<file path="src/icache_defines.svh">
`ifndef ICACHE_DEFINES_SVH
`define ICACHE_DEFINES_SVH

// address split for a 32-bit byte address
// tag | index | offset
`define ICACHE_TAG_W      20
`define ICACHE_INDEX_W    7
`define ICACHE_OFFSET_W   5

// geometry
`define ICACHE_SETS       128
`define ICACHE_LINE_WORDS 8

// word select inside a line, offset without the byte bits
`define ICACHE_WORD_SEL_W 3

// full line width in bits
`define ICACHE_LINE_W     (`ICACHE_LINE_WORDS * 32)

// low bit of the index field
`define ICACHE_INDEX_LSB  `ICACHE_OFFSET_W

// low bit of the word select field
`define ICACHE_WORD_LSB   2

`endif
</file>
<file path="src/icache_pkg.sv">
`include "icache_defines.svh"

package icache_pkg;

    typedef logic [31:0]                  addr_t;
    typedef logic [31:0]                  word_t;
    typedef logic [`ICACHE_LINE_W-1:0]    line_t;  // word i at bits 32*i and up
    typedef logic [`ICACHE_TAG_W-1:0]     tag_t;
    typedef logic [`ICACHE_INDEX_W-1:0]   index_t;
    typedef logic [`ICACHE_WORD_SEL_W-1:0] wsel_t;

    // one-hot controller states
    typedef enum logic [3:0] {
        IDLE     = 4'b0001,
        FILL_A   = 4'b0010,
        FILL_B   = 4'b0100,
        UNCACHED = 4'b1000
    } icache_state_e;

    // registered fetch request
    typedef struct packed {
        addr_t pc;
        logic  uncached;
    } fetch_req_t;

    typedef struct packed {
        logic       valid;
        logic [1:0] slot_mask;  // bit 0 is inst0
        addr_t      pc;
        word_t      inst0;
        word_t      inst1;
    } fetch_resp_t;

    // memory returns after flush filtering
    typedef struct packed {
        logic  line_valid;
        line_t line;
        logic  word_valid;
        word_t word;
    } mem_ret_t;

endpackage

</file>
<file path="src/icache_mem_port.sv">
`timescale 1ns/10ps

module icache_mem_port (
    input  logic                 clk,
    input  logic                 reset,
    input  logic                 flush_i,
    input  logic                 line_req_i,
    input  icache_pkg::addr_t    line_addr_i,
    input  logic                 unc_req_i,
    input  icache_pkg::addr_t    unc_addr_i,
    output logic                 rd_req_o,
    output icache_pkg::addr_t    rd_addr_o,
    input  logic                 ret_valid_i,
    input  icache_pkg::line_t    ret_data_i,
    output logic                 unc_ren_o,
    output icache_pkg::addr_t    unc_addr_o,
    input  logic                 unc_rvalid_i,
    input  icache_pkg::word_t    unc_rdata_i,
    output icache_pkg::mem_ret_t ret_o
);
    import icache_pkg::*;

    logic  rd_pend_q;
    logic  unc_pend_q;
    logic  owe_q;  // a flushed request still has a return on the way
    logic  any_ret;
    addr_t rd_addr_q;
    addr_t unc_addr_q;

    assign any_ret = ret_valid_i || unc_rvalid_i;

    always_ff @(posedge clk) begin
        if (reset) begin
            owe_q <= 1'b0;
        end else if (flush_i && (rd_pend_q || unc_pend_q) && !any_ret) begin
            owe_q <= 1'b1;
        end else if (any_ret) begin
            owe_q <= 1'b0;
        end
    end

    // line read, no new issue until the owed return is gone
    always_ff @(posedge clk) begin
        if (reset || flush_i) begin
            rd_pend_q <= 1'b0;
        end else if (ret_valid_i) begin
            rd_pend_q <= 1'b0;
        end else if (line_req_i && !rd_pend_q && !owe_q) begin
            rd_pend_q <= 1'b1;
            rd_addr_q <= line_addr_i;
        end
    end

    always_ff @(posedge clk) begin
        if (reset || flush_i) begin
            unc_pend_q <= 1'b0;
        end else if (unc_rvalid_i) begin
            unc_pend_q <= 1'b0;
        end else if (unc_req_i && !unc_pend_q && !owe_q) begin
            unc_pend_q <= 1'b1;
            unc_addr_q <= unc_addr_i;
        end
    end

    assign rd_req_o   = rd_pend_q;
    assign rd_addr_o  = rd_addr_q;
    assign unc_ren_o  = unc_pend_q;
    assign unc_addr_o = unc_addr_q;

    assign ret_o.line_valid = ret_valid_i && !flush_i && !owe_q;
    assign ret_o.line       = ret_data_i;
    assign ret_o.word_valid = unc_rvalid_i && !flush_i && !owe_q;
    assign ret_o.word       = unc_rdata_i;

endmodule

</file>
<file path="config.mk">
export PLATFORM = sky130hd
export DESIGN_NAME = icache_mem_port
export DESIGN_NICKNAME = d
export VERILOG_FILES = /design/src/icache_pkg.sv /design/src/icache_mem_port.sv
export VERILOG_INCLUDE_DIRS = /design/src
export SDC_FILE = /design/constraint.sdc
export NUM_CORES = 1
export LEC_CHECK = 0
export BUFFER_PORTS_ARGS = -buffer_cell sky130_fd_sc_hd__buf_4
export CORE_AREA = 2 2 276 278
export CTS_BUF_LIST = sky130_fd_sc_hd__clkbuf_16
export DETAILED_ROUTE_END_ITERATION = 8
export DIE_AREA = 0 0 278 280
export PLACE_DENSITY = 0.3
export SYNTH_ARGS = -nofsm -noshare
export SYNTH_HDL_FRONTEND = slang
export SYNTH_SLANG_ARGS = --single-unit
export TNS_END_PERCENT = 5
</file>
<file path="constraint.sdc">
create_clock -name clk -period 7.7 [get_ports clk]
set_clock_uncertainty 0.05 [all_clocks]
set_input_delay 1.54 -clock clk [delete_from_list [all_inputs] [get_ports clk]]
set_output_delay 1.54 -clock clk [all_outputs]
set_load 0.005 [all_outputs]
</file>
==> metrics.md <==
| Metric | Value |
|---|---|
| Status | `completed` |
| Slew @ Worst Pin | `0.961 ns` |
| # setup viols final | `0` |
| Die X | `278 um` |
| Detailed Place HPWL | `25400 um` |
| GPL Wtd Cong | `0.640` |
| Flops & latches, synth | `67` |
| Post-CTS setup buffer count | `0` |
| Final Max Tran Viols | `0` |
| Commonest register cell after synthesis | `edfxtp_1` |
| Htree depth | `3` |
| Min-Delay Path Depth | `1` |
| Hold WC Path Type | `reg -> reg` |
| Crit path capture type | `primary output` |
| Critical Path Source Type | `input port` |
| Post-synth EDFFs | `64` |
| Reg2reg path depth | `3` |
| Worst-path cell chain | `buf_4 > nor3b_1 > buf_4` |
| Grt ovf | `0` |
| Design area | `4690 um2` |
| Critical path's slowest cell | `nor3b_1` |
| Placement Cell Area | `4370 um2` |
| First-pass GRT wire length | `31700 um` |
| Critical path depth | `3` |
| Pwr dens | `192 nW/um2` |
| Relative slew slack | `35.6%` |
| ANT cells | `0` |
| Initial antenna violation count | `0` |
| Num CTS Buffers | `9` |
| CTS resizes | `0` |
| Final period utilization | `47.4%` |
| Setup repair after global routing missed its margin | `no` |
| WP buf/inv | `2` |
| Syn Nets | `729` |
| Mapped Area | `4250 um2` |
| R2R Setup Slk | `5.22 ns` |
| Synth Instances | `370` |
| Top post-synthesis cells by count | `buf_4, edfxtp_1, nor3_1` |
| CTS max path bufs | `2` |
| Critical path's most frequent cell | `buf_4` |
| Die ar. | `77800 um2` |
| Clk sinks | `67` |
| Crit Path Category | `in -> out` |
| Core Area | `75200 um2` |
| Top-area cell type share of the netlist area | `50.9%` |
| IO Port Bufs | `138` |
| Crit-path leading delay family | `buffers and inverters` |
| Root buffer cell | `clkbuf_16` |
| Hold Fails Final Rpt | `0` |
| RR Startpoint | `owe_q` |
| GRT Total Usage | `6.82%` |
| Via/cell ratio | `1.62` |
| Max_cap viols | `0` |
| Synth cell types | `11` |
| Sequential share of the synthesized area | `46.6%` |
| Worst path max stage delay | `0.23 ns` |
| Residual DRC count | `0` |
| CP required | `6.11 ns` |
| Largest net degree at the start of global routing | `33` |
| Main area contributors after synthesis | `buf_4, edfxtp_1, dfxtp_1` |
| 1st-pass router iterations | `4` |
| Worst skew pair latency | `0.34 ns` |
| CTS Hold Buffers Added | `0` |
| Num ports | `715` |
| Die H | `280 um` |
| Worst Setup SP | `flush_i` |
| Mean Syn Cell Area | `11.5 um2` |
| Period minus WS final | `3.65 ns` |
| Count leader, synth | `buf_4` |
| Ys async rst share | `0%` |
| Setup TNS | `0 ns` |
| Starting Density | `5.65%` |
| Cell type with the largest total area after synthesis | `buf_4` |
| Core Rows | `101` |
| Fmax | `0.274 GHz` |
| Routed len/inst | `23.0 um` |
| Layout cells sized above 1 | `66.4%` |
| WL final | `28000 um` |
| Vias in the first global route | `2038` |
| Synthesis-to-layout area growth | `10.4%` |
| Worst Path Arrival | `2.06 ns` |
| WHS | `0.471 ns` |
| Place WS | `3.89 ns` |
| TritonCTS clock tree | `done` |
| Starting DRC count in detailed routing | `58` |
| Final setup margin | `4.05 ns` |
| Worst min-delay path startpoint | `rd_req_o` |
| Via count | `1972` |
| CTS clk-pin slew, worst paths | `0.06 ns` |
| Final #Nets | `592` |
| Syn. warnings | `0` |
| Lkg Pwr | `1.46 nW` |
| VDD IR max | `0.0000705 V` |
| ANT nets after route | `0` |
| Worst-path fanout max | `7` |
| Fin util | `6.24%` |
==> worst register-to-register path, delay by kind of cell (launching register included) <==
kind / cells / cell delay [ns]
simple gates: 2 / 1.27
buf+inv: 1 / 0.44
flops: 1 / 0.37
==> cell type report <==
class / count / area [um2]
sequential: 67 / 1980
clock buffer: 9 / 225
multi-input combinational: 14 / 111
fill: 8752 / 70500
tap: 978 / 1220
clock inverter: 7 / 92.6
inverter: 1 / 3.75
timing repair buffer: 140 / 1050
==> state kept, by name (all words and copies together) (netlist names) <==
signal      flops
rd_req_o        1
unc_ren_o       1
owe_q           1
rd_addr_o      32
unc_addr_o     32
==> where the power goes <==
group          internal (W)  switching (W)  leakage (nW)
combinational     0.0000312      0.0000144         0.705
sequential         0.000407     0.00000200         0.605
clock              0.000282       0.000165         0.151
==> path summary, 6_finish.rpt <==
path,end
max,ret_o[289]
min,rd_req_o
max reg2reg,rd_addr_o[7]
min reg2reg,rd_req_o
==> logic make-up after synthesis <==
family	after synthesis	synth area share [%]
flip-flops	67	46.6
AND/OR/NAND/NOR	10	1.71
AO/OA/AOI/OAI	4	0.677
buffers and inverters	289	51.0
==> layer usage <==
metal | global-route usage [%] | share of wire [%] | vias to the layer above
met1 | 2.20 | 13 | 743
met3 | 11.6 | 35 | 94
met2 | 11.2 | 47 | 502
li1 | - | - | 631
met4 | 3.34 | 4.1 | 2
met5 | 0.563 | 0.17 | -
==> layout by cell type (no fill, tap or decap), drive strengths merged, types with 2 or more instances in the layout <==
cell	count
o21a	2
clkinv	4
clkbuf	9
and2b	2
edfxtp	64
nor3	4
bufinv	2
nor3b	2
or4b	2
buf	140
dfxtp	3
==> stage by stage <==
stage                     total power [W]  cells
after global placement           0.000463   1200
after floorplan                  0.000543    370
after detailed placement         0.000463   1200
after global routing             0.000941   1216
final                            0.000902   1216
after CTS                        0.000928   1216
(Power assumes the default switching activity.)
