<file path="src/icache_defines.svh">
`ifndef ICACHE_DEFINES_SVH
`define ICACHE_DEFINES_SVH

// address split for a 32-bit byte address
// tag | index | offset
`define ICACHE_TAG_W      20
`define ICACHE_INDEX_W    7
`define ICACHE_OFFSET_W   5

// geometry
`define ICACHE_SETS       128
`define ICACHE_LINE_WORDS 8

// word select inside a line, offset without the byte bits
`define ICACHE_WORD_SEL_W 3

// full line width in bits
`define ICACHE_LINE_W     (`ICACHE_LINE_WORDS * 32)

// low bit of the index field
`define ICACHE_INDEX_LSB  `ICACHE_OFFSET_W

// low bit of the word select field
`define ICACHE_WORD_LSB   2

`endif
</file>
<file path="src/icache_pkg.sv">
`include "icache_defines.svh"

package icache_pkg;

    typedef logic [31:0]                  addr_t;
    typedef logic [31:0]                  word_t;
    typedef logic [`ICACHE_LINE_W-1:0]    line_t;  // word i at bits 32*i and up
    typedef logic [`ICACHE_TAG_W-1:0]     tag_t;
    typedef logic [`ICACHE_INDEX_W-1:0]   index_t;
    typedef logic [`ICACHE_WORD_SEL_W-1:0] wsel_t;

    // one-hot controller states
    typedef enum logic [3:0] {
        IDLE     = 4'b0001,
        FILL_A   = 4'b0010,
        FILL_B   = 4'b0100,
        UNCACHED = 4'b1000
    } icache_state_e;

    // registered fetch request
    typedef struct packed {
        addr_t pc;
        logic  uncached;
    } fetch_req_t;

    typedef struct packed {
        logic       valid;
        logic [1:0] slot_mask;  // bit 0 is inst0
        addr_t      pc;
        word_t      inst0;
        word_t      inst1;
    } fetch_resp_t;

    // memory returns after flush filtering
    typedef struct packed {
        logic  line_valid;
        line_t line;
        logic  word_valid;
        word_t word;
    } mem_ret_t;

endpackage

</file>
<file path="src/fetch_req_stage.sv">
`timescale 1ns/10ps
`include "icache_defines.svh"

module fetch_req_stage (
    input  logic                   clk,
    input  logic                   reset,
    input  logic                   fetch_en_i,
    input  icache_pkg::addr_t      fetch_pc_i,
    input  logic                   uncached_i,
    input  logic                   stall_i,
    input  logic                   flush_i,
    output icache_pkg::fetch_req_t req_o,
    output logic                   req_valid_o,
    output icache_pkg::index_t     rd_index_a_o,
    output icache_pkg::index_t     rd_index_b_o
);
    import icache_pkg::*;

    logic       accept;
    logic       req_valid_q;
    fetch_req_t req_q;
    addr_t      pc_b_live;
    addr_t      pc_b_q;

    assign accept    = fetch_en_i && !stall_i && !flush_i;
    assign pc_b_live = fetch_pc_i + 32'd4;  // second slot

    // lookup slot occupancy, held while the controller stalls
    always_ff @(posedge clk) begin
        if (reset || flush_i) begin
            req_valid_q <= 1'b0;
        end else if (!stall_i) begin
            req_valid_q <= fetch_en_i;
        end
    end

    always_ff @(posedge clk) begin
        if (accept) begin
            req_q.pc       <= fetch_pc_i;
            req_q.uncached <= uncached_i;
            pc_b_q         <= pc_b_live;
        end
    end

    // live pc on accept, held pc while a miss is being served
    always_comb begin
        if (accept) begin
            rd_index_a_o = fetch_pc_i[`ICACHE_INDEX_LSB +: `ICACHE_INDEX_W];
            rd_index_b_o = pc_b_live[`ICACHE_INDEX_LSB +: `ICACHE_INDEX_W];
        end else begin
            rd_index_a_o = req_q.pc[`ICACHE_INDEX_LSB +: `ICACHE_INDEX_W];
            rd_index_b_o = pc_b_q[`ICACHE_INDEX_LSB +: `ICACHE_INDEX_W];
        end
    end

    assign req_o       = req_q;
    assign req_valid_o = req_valid_q;

endmodule

</file>
<file path="config.mk">
export PLATFORM = sky130hd
export DESIGN_NAME = fetch_req_stage
export DESIGN_NICKNAME = d
export VERILOG_FILES = /design/src/icache_pkg.sv /design/src/fetch_req_stage.sv
export VERILOG_INCLUDE_DIRS = /design/src
export SDC_FILE = /design/constraint.sdc
export NUM_CORES = 1
export LEC_CHECK = 0
export BUFFER_PORTS_ARGS = -buffer_cell sky130_fd_sc_hd__buf_4
export CAP_MARGIN = 20
export CORE_MARGIN = 1
export CORE_UTILIZATION = 27
export CTS_CLUSTER_DIAMETER = 120
export DETAILED_ROUTE_END_ITERATION = 8
export PLACE_DENSITY = 0.64
export RECOVER_POWER = 50
export SLEW_MARGIN = 20
export SYNTH_ARGS = -nofsm -noshare
export SYNTH_HDL_FRONTEND = slang
export SYNTH_SLANG_ARGS = --single-unit
</file>
<file path="constraint.sdc">
create_clock -name clk -period 2.2 [get_ports clk]
set_clock_uncertainty 0.1 [all_clocks]
set_input_delay 0 -clock clk [delete_from_list [all_inputs] [get_ports clk]]
set_output_delay 0 -clock clk [all_outputs]
set_load 0.01 [all_outputs]
</file>
==> impl_metrics.json <==
{
  "outcome": "complete, no violations",
  "port_buffers": 85,
  "post_cts_buffers": 0,
  "tns_ns": 0,
  "dp_slack_ns": 0.5940,
  "die_h_um": 78.99,
  "wl_per_cell_um": 12.77,
  "dr.first_iter.drc_count": 36,
  "grt_overflow": 0,
  "clockPowerShare": 0.333,
  "r2r_cells": 3,
  "vias_per_cell": 4.336,
  "dp_hpwl_mm": 2.669,
  "synth_edf_count": 40,
  "setup_viol": 0,
  "die_area_um2": 6239,
  "grtUsageTotal": 0.1303,
  "cp.required_ns": 2.10,
  "seqPwrFrac": 0.528,
  "ant_nets": 0,
  "cts_buffer_depth": 2,
  "reg2reg_slack_ns": 0.96,
  "synthFlopType": "edfxtp_1",
  "cts-root-buf": "clkbuf_8",
  "critical_path_class": "primary input to output port",
  "drv_cap": 0,
  "power_leakage_uw": 0.001017,
  "switching_share": 0.2109,
  "drive_gt1_frac": 0.2596,
  "critPathMaxStageDelay_ns": 0.65,
  "path_depth": 6,
  "cp_slowest_cell": "or4_1",
  "synthTopCellsByCount": "40 x edfxtp_1, 25 x nand2_1, 5 x o21ai_0",
  "post-route-period-util": 0.9384,
  "htree_levels": 2,
  "reg2reg_from": "req_valid_o$_SDFFE_PP0N_",
  "cp.arrival_ns": 1.96,
  "p_int_uw": 1359,
  "first_global_vias": 1311,
  "critical_path_buf_inv_count": 3,
  "die_w_um": 78.99,
  "clock_sinks": 41,
  "p_sw_uw": 363.1,
  "synth_area_per_cell_um2": 14.68,
  "drt_first_pass_iters": 4,
  "cp-startpoint": "fetch_pc_i[3]",
  "cp_top_family": "simple AND/OR/NAND/NOR gates",
  "path_max_fanout": 12,
  "cp-end-kind": "output port",
  "grt_pass1_wl_mm": 6.072,
  "area_delta_synth_final_pct": 64.97,
  "nets": 273,
  "yosys-top-cells-area": "edfxtp_1 75%, nand2_1 5.9%, a31oi_1 1.6%",
  "yosys_register_bits": 41,
  "setup_slack_ns": 0.1356,
  "fin_cells": 307,
  "std_cell_rows": 27,
  "fp.coreArea_um2": 5608,
  "async_flop_share": 0,
  "power_density_nw_per_um2": 652.1,
  "r2r_end": "req_valid_o$_SDFFE_PP0N_",
  "yosysWarnings": 0,
  "grt_max_degree": 24,
  "netlist_area_um2": 1600,
  "cts_inserted_buffers": 5,
  "start_kind": "primary input",
  "yosys.area.top_type": "edfxtp_1",
  "wl_mm": 3.920,
  "synthMostInstantiatedCell": "edfxtp_1",
  "path_cells": "dlygate4sd3_1 -> clkbuf_1 -> nand4_1 -> or4_1 -> nand3_1 -> buf_4",
  "ys_types": 24,
  "hold_path.class": "primary input to register",
  "synth.top_cell.area_share": 0.7506,
  "rsz0062_at_grt": "no",
  "multi_input_area_um2": 329.1,
  "nFillCells": 539,
  "synthCells": 109,
  "insertion_delay_ns": 0.28,
  "synth_nets": 147,
  "slew_headroom": 0.6663,
  "power_frac_comb": 0.139,
  "max_freq_mhz": 484.4,
  "slew_violations": 0,
  "diodes": 0,
  "dr_total_vias": 1331,
  "start_util": 0.2854,
  "vdd_drop_max_v": 0.0002429,
  "antenna_found_initial": 0,
  "post-place-cells": 265,
  "yosysSeqAreaShare": 0.7631,
  "ioPinCount": 86,
  "worst_pin_slew_ns": 0.4991,
  "path_clk_slew_ns": 0.08,
  "post-route-drc-count": 0,
  "seq_area_um2": 1221,
  "cp-endpoint": "rd_index_b_o[6]",
  "gp_congestion": 0.6804,
  "hold_violations": 0,
  "cts_tree": "yes",
  "fin_crit_ns": 2.064
}
cell families (layout without fill, tap and decap cells):
| kind of cell | after synthesis | after routing | share of synthesized area |
|---|---|---|---|
| compound gates | 11 | 11 | 0.04066 |
| xor+xnor | 3 | 3 | 0.01642 |
| buf+inv | 7 | 133 | 0.03126 |
| flops | 41 | 41 | 0.7631 |
| mux | 4 | 4 | 0.02658 |
| simple gates | 43 | 43 | 0.1220 |
layout make-up:
| cell class | instances | area share |
|---|---|---|
| sequential | 41 | 0.4626 |
| timing repair buffer | 124 | 0.3365 |
| multi-input combinational | 61 | 0.1246 |
| tap | 72 | 0.03412 |
| clock buffer | 5 | 0.02607 |
| clock inverter | 2 | 0.01327 |
| inverter | 2 | 0.002844 |
through the flow:
step,instance area (µm²),power [µW],hold WS (ns),utilization
6_report,2640,1722,0.2302,0.4708
2_1_floorplan,1600,1001,-0.02321,-
5_1_grt,2640,1797,0.2593,0.4708
3_5_place_dp,2328,1146,0.07261,0.4152
3_3_place_gp,2328,1143,0.06696,0.4152
4_1_cts,2783,1772,0.2321,0.4962
sequential cells by signal, summed over array words and instances (netlist names):
signal / count
pc_b_q: 7
req_valid_o: 1
req_o: 33
worst min-delay path by stage:
stage                  from                       end  slack, ns  cells after the start
detailed placement    reset  req_valid_o$_SDFFE_PP0N_       0.07                      2
global placement      reset  req_valid_o$_SDFFE_PP0N_       0.07                      2
finish              flush_i       req_o[12]$_DFFE_PP_       0.23                      3
global route        flush_i        req_o[6]$_DFFE_PP_       0.26                      3
CTS                 flush_i       req_o[12]$_DFFE_PP_       0.23                      3
floorplan             reset  req_valid_o$_SDFFE_PP0N_      -0.02                      1
repair_timing:
item,4_1_cts,5_1_grt
hold buffers,35,0
endpoints found under the hold margin,39,0
endpoints found under the setup margin,0,0
resized for setup,0,0
cell usage in the layout (no fill, tap or decap):
cell	count
o211ai_1	1
nand3_1	3
clkbuf_1	38
clkbuf_8	5
mux2i_1	2
mux2_2	2
or3b_1	1
or4_1	1
nor2_1	4
nand2_1	25
o21ai_0	5
buf_12	1
clkbuf_4	23
a31oi_1	4
clkinv_2	1
buf_4	27
xor2_1	1
or3_1	4
inv_2	1
nand4_1	2
nor3_1	2
dfxtp_1	1
bufinv_16	1
dlygate4sd3_1	35
edfxtp_1	40
a21boi_0	1
xnor2_1	2
nand3b_1	1
inv_1	1
tightest hold or removal path, stage by stage:
cell    delay (ns)
buf_4         0.08
or3b_1        0.12
inv_2         0.19
metal layers:
metal | GRT usage | vias up | wire length (µm)
met5 | 0 | - | 0
met4 | 0.05455 | 0 | 48
met3 | 0.04138 | 5 | 358
met2 | 0.2181 | 66 | 1797
met1 | 0.1535 | 611 | 1715
li1 | - | 649 | -
power by group through the flow:
stage / combinational, µW / sequential [µW] / clock [µW]
2_1_floorplan: 60.4 / 941 / 0
3_3_place_gp: 217 / 926 / 0
3_5_place_dp: 220 / 927 / 0
4_1_cts: 270 / 909 / 593
5_1_grt: 262 / 912 / 623
6_report: 240 / 908 / 574
Note: power is estimated with default switching activity, not from simulation.
