--- config.mk ---
export PLATFORM = sky130hd
export DESIGN_NAME = icache_ctrl
export DESIGN_NICKNAME = d
export VERILOG_FILES = /design/src/icache_pkg.sv /design/src/icache_ctrl.sv
export VERILOG_INCLUDE_DIRS = /design/src
export SDC_FILE = /design/constraint.sdc
export NUM_CORES = 1
export LEC_CHECK = 0
export ABC_CLOCK_PERIOD_IN_PS = 4200
export BUFFER_PORTS_ARGS = -buffer_cell sky130_fd_sc_hd__buf_4
export CAP_MARGIN = 20
export CORE_MARGIN = 10
export CORE_UTILIZATION = 25
export DETAILED_ROUTE_END_ITERATION = 16
export HOLD_SLACK_MARGIN = 0.03
export SLEW_MARGIN = 20
export SYNTH_ARGS = -nofsm -noshare
export SYNTH_HDL_FRONTEND = slang
export SYNTH_SLANG_ARGS = --single-unit
--- constraint.sdc ---
create_clock -name clk -period 4.2 [get_ports clk]
set_clock_uncertainty 0.15 [all_clocks]
set_input_delay 0.21 -clock clk [delete_from_list [all_inputs] [get_ports clk]]
set_output_delay 0.21 -clock clk [all_outputs]
set_load 0.05 [all_outputs]
--- src/icache_defines.svh ---
`ifndef ICACHE_DEFINES_SVH
`define ICACHE_DEFINES_SVH

// address split for a 32-bit byte address
// tag | index | offset
`define ICACHE_TAG_W      20
`define ICACHE_INDEX_W    7
`define ICACHE_OFFSET_W   5

// geometry
`define ICACHE_SETS       128
`define ICACHE_LINE_WORDS 8

// word select inside a line, offset without the byte bits
`define ICACHE_WORD_SEL_W 3

// full line width in bits
`define ICACHE_LINE_W     (`ICACHE_LINE_WORDS * 32)

// low bit of the index field
`define ICACHE_INDEX_LSB  `ICACHE_OFFSET_W

// low bit of the word select field
`define ICACHE_WORD_LSB   2

`endif
--- src/icache_pkg.sv ---
`include "icache_defines.svh"

package icache_pkg;

    typedef logic [31:0]                  addr_t;
    typedef logic [31:0]                  word_t;
    typedef logic [`ICACHE_LINE_W-1:0]    line_t;  // word i at bits 32*i and up
    typedef logic [`ICACHE_TAG_W-1:0]     tag_t;
    typedef logic [`ICACHE_INDEX_W-1:0]   index_t;
    typedef logic [`ICACHE_WORD_SEL_W-1:0] wsel_t;

    // one-hot controller states
    typedef enum logic [3:0] {
        IDLE     = 4'b0001,
        FILL_A   = 4'b0010,
        FILL_B   = 4'b0100,
        UNCACHED = 4'b1000
    } icache_state_e;

    // registered fetch request
    typedef struct packed {
        addr_t pc;
        logic  uncached;
    } fetch_req_t;

    typedef struct packed {
        logic       valid;
        logic [1:0] slot_mask;  // bit 0 is inst0
        addr_t      pc;
        word_t      inst0;
        word_t      inst1;
    } fetch_resp_t;

    // memory returns after flush filtering
    typedef struct packed {
        logic  line_valid;
        line_t line;
        logic  word_valid;
        word_t word;
    } mem_ret_t;

endpackage

--- src/icache_ctrl.sv ---
`timescale 1ns/10ps
`include "icache_defines.svh"

module icache_ctrl (
    input  logic                     clk,
    input  logic                     reset,
    input  logic                     flush_i,
    input  icache_pkg::fetch_req_t   req_i,
    input  logic                     req_valid_i,
    input  icache_pkg::tag_t [1:0]   way_tag_a_i,
    input  icache_pkg::tag_t [1:0]   way_tag_b_i,
    input  logic [1:0]               way_valid_a_i,
    input  logic [1:0]               way_valid_b_i,
    input  icache_pkg::word_t [1:0]  way_word_a_i,
    input  icache_pkg::word_t [1:0]  way_word_b_i,
    output logic [1:0]               fill_en_o,
    output icache_pkg::index_t       fill_index_o,
    output icache_pkg::tag_t         fill_tag_o,
    output icache_pkg::wsel_t        word_sel_a_o,
    output icache_pkg::wsel_t        word_sel_b_o,
    output logic                     line_req_o,
    output icache_pkg::addr_t        line_addr_o,
    output logic                     unc_req_o,
    input  icache_pkg::mem_ret_t     ret_i,
    output logic                     stall_o,
    output icache_pkg::fetch_resp_t  resp_o
);
    import icache_pkg::*;

    icache_state_e state_q, state_d;

    logic [`ICACHE_SETS-1:0] lru_q;  // way to replace next
    logic   need_b_q;
    logic   unc_done_q;
    word_t  unc_word_q;

    addr_t  pc_a, pc_b, fill_pc;
    tag_t   tag_a, tag_b;
    index_t idx_a, idx_b;
    logic   same_line;
    logic   hit_a0, hit_a1, hit_b0, hit_b1;
    logic   hit_a, hit_b;
    logic   lookup, miss_a, miss_b;
    logic   filling, victim;
    logic   is_unc;

    assign pc_a  = req_i.pc;
    assign pc_b  = req_i.pc + 32'd4;
    assign tag_a = pc_a[31 -: `ICACHE_TAG_W];
    assign tag_b = pc_b[31 -: `ICACHE_TAG_W];
    assign idx_a = pc_a[`ICACHE_INDEX_LSB +: `ICACHE_INDEX_W];
    assign idx_b = pc_b[`ICACHE_INDEX_LSB +: `ICACHE_INDEX_W];
    assign same_line = pc_a[31:`ICACHE_OFFSET_W] == pc_b[31:`ICACHE_OFFSET_W];

    assign word_sel_a_o = pc_a[`ICACHE_WORD_LSB +: `ICACHE_WORD_SEL_W];
    assign word_sel_b_o = pc_b[`ICACHE_WORD_LSB +: `ICACHE_WORD_SEL_W];

    assign hit_a0 = way_valid_a_i[0] && way_tag_a_i[0] == tag_a;
    assign hit_a1 = way_valid_a_i[1] && way_tag_a_i[1] == tag_a;
    assign hit_b0 = way_valid_b_i[0] && way_tag_b_i[0] == tag_b;
    assign hit_b1 = way_valid_b_i[1] && way_tag_b_i[1] == tag_b;
    assign hit_a  = hit_a0 || hit_a1;
    assign hit_b  = hit_b0 || hit_b1;

    assign is_unc = req_valid_i && req_i.uncached;
    assign lookup = state_q == IDLE && req_valid_i && !req_i.uncached;
    assign miss_a = lookup && !hit_a;
    assign miss_b = lookup && !hit_b;

    // refill target
    assign fill_pc      = (state_q == FILL_B) ? pc_b : pc_a;
    assign fill_index_o = fill_pc[`ICACHE_INDEX_LSB +: `ICACHE_INDEX_W];
    assign fill_tag_o   = fill_pc[31 -: `ICACHE_TAG_W];
    assign victim       = lru_q[fill_index_o];
    assign filling      = (state_q == FILL_A || state_q == FILL_B) && ret_i.line_valid;
    assign fill_en_o    = filling ? (victim ? 2'b10 : 2'b01) : 2'b00;

    assign line_req_o  = state_q == FILL_A || state_q == FILL_B;
    assign line_addr_o = {fill_pc[31:`ICACHE_OFFSET_W], {`ICACHE_OFFSET_W{1'b0}}};
    assign unc_req_o   = state_q == UNCACHED;

    always_comb begin
        state_d = state_q;
        case (state_q)
            IDLE: begin
                if (is_unc && !unc_done_q) state_d = UNCACHED;
                else if (miss_a) state_d = FILL_A;
                else if (miss_b) state_d = FILL_B;
            end
            FILL_A: begin
                if (ret_i.line_valid) state_d = need_b_q ? FILL_B : IDLE;
            end
            FILL_B: begin
                if (ret_i.line_valid) state_d = IDLE;
            end
            UNCACHED: begin
                if (ret_i.word_valid) state_d = IDLE;
            end
            default: state_d = IDLE;
        endcase
        if (flush_i) state_d = IDLE;
    end

    always_ff @(posedge clk) begin
        if (reset) begin
            state_q  <= IDLE;
            need_b_q <= 1'b0;
        end else begin
            state_q <= state_d;
            if (lookup) need_b_q <= miss_b && !same_line;  // second line still owed
        end
    end

    // one-cycle marker, the held request then answers from unc_word_q
    always_ff @(posedge clk) begin
        if (reset || flush_i) begin
            unc_done_q <= 1'b0;
        end else begin
            unc_done_q <= state_q == UNCACHED && ret_i.word_valid;
        end
    end

    always_ff @(posedge clk) begin
        if (state_q == UNCACHED && ret_i.word_valid) unc_word_q <= ret_i.word;
    end

    always_ff @(posedge clk) begin
        if (reset) begin
            lru_q <= '0;
        end else if (filling) begin
            lru_q[fill_index_o] <= ~victim;
        end else if (lookup) begin
            if (hit_a) lru_q[idx_a] <= hit_a0;
            if (hit_b) lru_q[idx_b] <= hit_b0;
        end
    end

    assign stall_o = state_q != IDLE
                   || (is_unc && !unc_done_q)
                   || (lookup && !(hit_a && hit_b));

    always_comb begin
        resp_o.pc = pc_a;
        if (req_i.uncached) begin
            resp_o.valid     = state_q == IDLE && is_unc && unc_done_q && !flush_i;
            resp_o.slot_mask = 2'b01;
            resp_o.inst0     = unc_word_q;
            resp_o.inst1     = '0;
        end else begin
            resp_o.valid     = lookup && hit_a && hit_b && !flush_i;
            resp_o.slot_mask = 2'b11;
            resp_o.inst0     = hit_a0 ? way_word_a_i[0] : way_word_a_i[1];
            resp_o.inst1     = hit_b0 ? way_word_b_i[0] : way_word_b_i[1];
        end
    end

endmodule

==> metrics.md, run 1 <==
| Metric | Value |
|---|---|
| Worst vdd ir | 300.5 uV |
| Fmax achieved | 232.0 MHz |
| Initial antenna violation count | 24 |
| Longest Clk Path Bufs | 2 |
| Endpoints failing setup | 2 |
| Met1 usage | 0.3146 |
| Hold Fails Final Rpt | 0 |
| Synth warn | 0 |
| Setup slack, reg-to-reg | 40 ps |
| Clk slew on worst S/H paths | 70 ps |
| Global routing usage on met2 | 0.4104 |
| Nets | 3555 |
| Worst setup margin | -111.3 ps |
| Hold WC Path Type | in -> reg |
| Top FF cell, synth | dfxtp_1 |
| GR Layer Usage met3 | 0.1087 |
| Vias per cell | 5.910 |
| Gr ovfl total | 0 |
| Outcome | complete, but fails checks |
| Max-slew headroom | 0.2856 |
| Fillcell total | 7327 |
| Post-synth ARST share | 0 |
| Mapped Cells | 2534 |
| Synth Cell Area | 0.01739 mm^2 |
| Die Height | 283.8 um |
| DRT Wirelength | 114100 um |
| Leakage power | 0.009129 uW |
| Synth top area share | 0.1542 |
| RSZ-0062 raised after global routing | true |
| Core Area | 0.06883 mm^2 |
| Top post-synthesis cells by area | dfxtp_1, o21ai_0, nand2_1 |
| First-pass GRT wire length | 158900 um |
| Io pins | 708 |
| CP Capture Point | fill_en_o[1] |
| Post-DRT Antenna Nets | 0 |
| Most Used Layer, Global Route | met2 |
| CTS root buf | clkbuf_16 |
| Synthesis-to-finish area growth | 39.81% |
| Critical-path maximum fanout | 18 |
| Post-synth top area cell | dfxtp_1 |
| Yosys cell types | 95 |
| Largest net degree at the start of global routing | 82 |
| Layout cells sized above 1 | 0.2939 |
| Clk Latency, worst-skew pair | 460 ps |
| Final Max Slew Viols | 0 |
| Pre-CTS setup slack | -287.7 ps |
| Syn avg cell area | 6.864 um^2 |
| Register area share after synthesis | 0.2095 |
| Vias in the first global route | 21870 |
| Most common cell in the synthesized netlist | nand2_1 |
| CTS Sinks | 166 |
| Starting density of the core | 0.2527 |
| Die ar. | 0.08052 mm^2 |
| Crit path from | state_q[3]$_SDFFE_PP0P_ |
| Core Util, Final | 0.3533 |
| CTS tree | yes |
| Tcrit/Tclk final | 1.026 |
| FP Rows | 96 |
| Critical path endpoint category | primary output |
| GR Util All Layers | 0.2654 |
| CP arrival | 3950 ps |
| Reg2reg end | lru_q[76]$_SDFFE_PP0P_ |
| CTS buffer count | 17 |
| DR WL/cell | 28.74 um |
| Critical path required time | 3840 ps |
| Reg2Reg Depth | 17 |
| Starting DRT DRC Count | 3008 |
| Port Buf Inserts | 441 |
| Seq cells post-synth | 166 |
| Startpoint types | flop |
| # H-tree levels | 4 |
| Final Wtd Congestion | 1.052 |
| Post-synth EDFFs | 32 |
| PwrDens | 203.2 mW/mm^2 |
| Launching point of the worst reg2reg path | state_q[3]$_SDFFE_PP0P_ |
| Via count | 23460 |
| Max_cap viols | 0 |
| Critical setup path kind | reg -> out |
| Failing checks | setup timing |
| Least-Margin Pin Slew | 1072 ps |
| Chip width | 283.8 um |
| DR pass1 iterations | 9 |
| Crit path time final | 4311 ps |
| DR DRC count | 0 |
| Post-synth top cells | nand2_1, o21ai_0, a21oi_1 |
| HPWL after DPL | 85970 um |
==> metal layers <==
| layer | routed length [um] | up-vias |
|---|---|---|
| li1 | - | 10200 |
| met1 | 41840 | 10960 |
| met2 | 49780 | 1882 |
| met3 | 16000 | 407 |
| met4 | 6369 | 16 |
| met5 | 120 | - |
==> report_power, final <==
part | leakage [uW] | internal [uW] | switching, uW
Clock | 0.000290 | 892 | 760
Sequential | 0.00137 | 1620 | 1.29
Combinational | 0.00747 | 574 | 1090
==> logic make-up (layout without fill, tap and decap cells) <==
kind of cell / Yosys count / count (layout) / share of synthesized area
and+or+nand+nor: 893 / 893 / 0.2518
AOI/OAI and AO/OA: 962 / 962 / 0.3356
buffers and inverters: 301 / 791 / 0.08632
DFF: 166 / 166 / 0.2095
other: 2 / 17 / 0.0004318
adders and majority gates: 1 / 1 / 0.0007193
muxes: 77 / 77 / 0.04510
xor gates and xnor gates: 132 / 132 / 0.07057
==> layout by cell type, fill, tap and decap left out, types with 11 or more instances in the layout <==
master / Yosys / routed
a21boi_0: 11 / 11
a211o_1: 25 / 25
nand2_1: 400 / 397
nand3_1: 63 / 61
and2_1: 14 / 13
diode_2: 0 / 11
mux2i_1: 69 / 69
buf_12: 0 / 21
a21oi_1: 229 / 193
xnor2_1: 84 / 84
xor2_1: 43 / 40
nand4_1: 71 / 71
edfxtp_1: 32 / 32
a221oi_1: 14 / 14
nor2b_1: 15 / 14
a31oi_1: 25 / 23
nand2b_1: 46 / 43
a211oi_1: 56 / 55
a21o_1: 13 / 13
inv_1: 15 / 15
a32o_1: 20 / 20
o211ai_1: 48 / 48
clkbuf_16: 0 / 18
o22ai_1: 19 / 19
or3_1: 20 / 19
a21oi_2: 1 / 37
o21ai_1: 19 / 71
buf_6: 9 / 15
o21ai_0: 391 / 333
nor2_1: 119 / 116
o211a_1: 11 / 11
nor3_1: 34 / 27
nor4_1: 25 / 22
dlygate4sd3_1: 0 / 36
buf_4: 72 / 665
dfxtp_1: 134 / 133
==> how the worst min path moves through the flow <==
stage | start | end | slack, ps | cells after the start
global route | req_valid_i | state_q[2]$_SDFFE_PP0P_ | 70 | 4
detailed placement | ret_i[23] | unc_word_q[23]$_DFFE_PP_ | 240 | 1
global placement | ret_i[5] | unc_word_q[5]$_DFFE_PP_ | 240 | 1
finish | req_valid_i | state_q[3]$_SDFFE_PP0P_ | 60 | 4
floorplan | reset | need_b_q$_SDFFE_PP0P_ | 130 | 1
CTS | req_valid_i | state_q[3]$_SDFFE_PP0P_ | 40 | 4
==> final cells by class <==
type                    instances  area, um^2  area share
clock buffers                  19       444.2     0.01827
clock inverters                13       130.1    0.005351
multi-input cells            2071       12790      0.5258
flip-flops and latches        166        3645      0.1499
well taps                     931        1165     0.04790
inverters                      16       65.06    0.002676
diodes                         11       27.53    0.001132
repair buffers                743        6055      0.2490
==> per-stage QoR <==
stage	power (uW)	setup TNS, ps	hold WS (ps)	instances	area (um^2)
5_1_grt	5064	-709.8	74.64	3963	24300
2_1_floorplan	2545	-54.52	129.1	2538	17550
6_report	4941	-204.1	57.56	3970	24320
3_5_place_dp	3237	-13150	239.3	3880	22860
4_1_cts	4899	-46.54	41.73	3957	24140
3_3_place_gp	3237	-8460	238.0	3880	22860
==> worst max-delay path: stages (launching register included) <==
cell and delay (ps):
dfxtp_2 320, buf_4 150, nor4b_4 320, buf_12 200, a21boi_0 150, a31oi_4 480
buf_4 340, o22ai_1 120, o31ai_1 390, and4bb_2 350, buf_6 120, nor4_4 40
buf_6 140, nor2b_4 130, buf_8 190
==> sequential cells by signal, indices dropped and copies added (netlist names) <==
| signal | cells |
|---|---|
| need_b_q | 1 |
| unc_word_q | 32 |
| lru_q | 128 |
| state_q | 4 |
| unc_done_q | 1 |
==> repair_timing <==
action | in CTS | in global routing
resized for setup | 66 | 51
endpoints found under the setup margin | 127 | 118
hold endpoints to repair | 38 | 0
cloned | 2 | 2
hold buffers | 36 | 0
setup buffers | 9 | 0
pin swaps | 15 | 2
Note: power is estimated with default switching activity, not from simulation.
==> inputs of run 2 (changes only) <==
ABC_AREA = 1   (was not set)
==> run 2 against run 1 <==
Against the previous run:
- the run now ends clean
- cell area up 1.8%
- clock-buffer cell count rose by 1
- die area increased by 10%
- fmax up 9.2%
- highest routed layer unchanged
==> metrics.md, run 2 <==
| Metric | Value |
|---|---|
| Psw | 1912 uW (+3.2%) |
| Gr ovfl total | 0 (unchanged) |
| # H-tree levels | 4 (unchanged) |
| Largest registers | lru_q x128, unc_word_q x32, state_q x4 |
| Most frequent cells in the layout | nand2_1, buf_4, nor2_1, o21ai_0, nand3_1 |
| Critical setup path kind | in -> out |
| Syn avg cell area | 5.270 um^2 (-23%) |
| Max-slew headroom | 0.1834 (-0.1023) |
| Startpoint types | input pin |
| Internal power | 3042 uW (-1.5%) |
| Chip width | 297.8 um (+4.9%) |
| Clk slew on worst S/H paths | 70 ps (about the same) |
| Fmax achieved | 253.3 MHz (+9.2%) |
| Core Area | 0.07620 mm^2 (+11%) |
| Fillcell total | 8578 (+17%) |
| Synth Cell Area | 0.01929 mm^2 (+11%) |
| Register area | 0.003643 mm^2 (about the same) |
| Total Power | 4953 uW (+0.25%) |
| Endpoints failing setup | 0 (-2) |
| Post-synth ARST share | 0 (unchanged) |
| CTS root buf | clkbuf_16 |
| Synth top area share | 0.2743 (+0.1201) |
| Hold WC Path Type | in -> reg |
| CTS buffer count | 17 (unchanged) |
| Outcome | finished clean |
| Clk Latency, worst-skew pair | 480 ps (+20 ps) |
| First-pass GRT wire length | 162000 um (+1.9%) |
| Longest Clk Path Bufs | 2 (unchanged) |
| Die ar. | 0.08868 mm^2 (+10%) |
| Biggest register | lru_q |
| Port Buf Inserts | 441 (unchanged) |
| Clk pwr share | 0.346 (+0.012) |
| CTS Sinks | 166 (unchanged) |
| Final Max Slew Viols | 0 (unchanged) |
| Crit path time final | 3947 ps (-364.0 ps) |
| Tcrit/Tclk final | 0.9398 (-0.08668) |
| Layout cells sized above 1 | 0.1658 (-0.1282) |
| Most common cell in the synthesized netlist | nand2_1 |
| Nets | 4557 (+28%) |
| CP arrival | 3590 ps (-360 ps) |
| Sequential share of power | 0.328 (about the same) |
| GR Util All Layers | 0.2426 (-0.02279) |
| Critical path endpoint category | primary output |
| FP Rows | 101 (+5.2%) |
| Commonest non-fill, non-tap cell in the layout | nand2_1 |
| Synth warn | 0 (unchanged) |
| Post-DRT Antenna Nets | 0 (unchanged) |
| Inst Count DP | 4983 (+28%) |
| Final Wtd Congestion | 0.9467 (-10%) |
| Fin Hold WS | 44.88 ps (-12.68 ps) |
| Post-synth top cells | nand2_1, nor2_1, nand3_1 |
| Die Height | 297.8 um (+4.9%) |
| Multi-input logic area | 0.01338 mm^2 (+4.6%) |
| Starting density of the core | 0.2532 (+0.0004644) |
| Worst vdd ir | 311.7 uV (+3.7%) |
| Io pins | 708 (unchanged) |
| Post-synth top area cell | nand2_1 |
| Top FF cell, synth | dfxtp_1 |
| Synthesis-to-finish area growth | 28.28% |
| TNS Setup | 0 ps (+204.1 ps) |
| Critical path required time | 3840 ps (about the same) |
| Vias per cell | 5.078 (-14%) |
| DR WL/cell | 22.48 um (-22%) |
| Least-Margin Pin Slew | 1217 ps (+145.9 ps) |
| HPWL after DPL | 84110 um (-2.2%) |
| Register area share after synthesis | 0.1889 (-0.02062) |
| Leakage power | 0.01124 uW (+23%) |
| Vias in the first global route | 22990 (+5.1%) |
| DR DRC count | 0 (unchanged) |
| Combinational Power Share | 0.326 (-0.011) |
| Top post-synthesis cells by area | nand2_1, dfxtp_1, nor2_1 |
| RSZ-0062 raised after global routing | false |
| PwrDens | 200.2 mW/mm^2 (-1.5%) |
| Sw Share | 0.3860 (+0.01112) |
| Yosys cell types | 49 (-48%) |
| Largest net degree at the start of global routing | 88 (+7.3%) |
| Post-synth EDFFs | 32 (unchanged) |
| Seq cells post-synth | 166 (unchanged) |
| Hold Fails Final Rpt | 0 (unchanged) |
| DRT Wirelength | 114100 um (about the same) |
| Mapped Cells | 3661 (+44%) |
| Largest register FFs | 128 (unchanged) |
| DR pass1 iterations | 8 (-1) |
| Initial antenna violation count | 27 (+13%) |
| Max_cap viols | 0 (unchanged) |
| Starting DRT DRC Count | 2858 (-5.0%) |
| Via count | 25760 (+9.8%) |
| Final std cells w/o fill | 5074 (+28%) |
| Critical-path maximum fanout | 20 (+2) |
| CTS tree | yes |
## run 2: cell types whose count changed in the layout (fill, tap and decap cells not counted), sizes merged, moves of 56 or more
cell    change
a211oi     -56
nand4      -56
inv       +211
xnor2      -70
buf       -136
nand3     +247
nor3b      +68
a21oi      -75
o21ai      -82
nor2      +421
nand2    +1018
## run 2: final cells by class
cell class,instances,area share
clock inverter,12,0.005157
inverter,233,0.03564
sequential,166,0.1472
tap,1030,0.05208
multi-input combinational,2993,0.5407
timing repair buffer,606,0.1989
clock buffer,20,0.01891
antenna,14,0.001416
## run 2: worst max-delay path, stage by stage
cell and delay [ps]:
buf_4 120, ha_1 190, nand2_2 110, nor2_1 240, buf_4 180, nand3_1 190
o21ai_1 270, nand3_1 100, nand2_1 70, nand2_1 80, nor2_1 120, nand2_1 70
nor2_2 150, nand3_4 100, inv_4 220, buf_4 240, o21ai_0 120, nor2_1 460
buf_4 310
## run 2: final timing paths
path / cells after the start / startpoint / to / slack (ps)
worst min register to register: 2 / need_b_q$_SDFFE_PP0P_ / need_b_q$_SDFFE_PP0P_ / 320
worst max-delay path: 19 / req_i[3] / resp_o[29] / 250
worst max register to register: 25 / state_q[1]$_SDFFE_PP0P_ / lru_q[49]$_SDFFE_PP0P_ / 460
worst min-delay path: 5 / req_valid_i / state_q[3]$_SDFFE_PP0P_ / 40
## run 2: per-layer routing
| metal | global-route usage | vias to the layer above | routed length (um) |
|---|---|---|---|
| met2 | 0.3882 | 1463 | 52010 |
| li1 | - | 12380 | - |
| met4 | 0.1498 | 16 | 7239 |
| met5 | 0 | - | 109 |
| met3 | 0.05678 | 271 | 11310 |
| met1 | 0.2911 | 11640 | 43410 |
## run 2: what timing repair did
| action | CTS | global route |
|---|---|---|
| hold buffers | 36 | 0 |
| buffers inserted | 0 | 6 |
| gates resized for setup | 3 | 6 |
| pin swaps | 2 | 2 |
| setup endpoints to repair | 1 | 3 |
| gates cloned | 2 | 0 |
| endpoints found under the hold margin | 50 | 0 |
## run 2: kinds of logic (layout without fill, tap and decap cells)
kind of cell | Yosys count | after routing | share of synthesized area
muxes | 32 | 32 | 0.01660
buffers and inverters | 508 | 871 | 0.1243
other | 2 | 20 | 0.0003893
adders and majority gates | 1 | 1 | 0.0006484
and+or+nand+nor | 2423 | 2425 | 0.5227
xor gates and xnor gates | 25 | 25 | 0.01174
AOI/OAI and AO/OA | 504 | 504 | 0.1348
DFF | 166 | 166 | 0.1889
## run 2: metrics by stage
step           setup slack [ps]  utilization  instance area [um^2]
2_1_floorplan             382.7            -                 19310
3_3_place_gp              306.8       0.3103                 23640
3_5_place_dp              243.8       0.3103                 23640
4_1_cts                   64.24       0.3231                 24620
5_1_grt                   71.79       0.3246                 24740
6_report                  252.8       0.3248                 24750
## run 2: power by group through the flow
stage               Combinational (uW)  Clock, uW  Sequential, uW
floorplan                          844          0            1660
global placement                  1550          0            1660
detailed placement                1560          0            1660
CTS                               1590       1720            1630
global route                      1680       1780            1630
finish                            1610       1710            1630
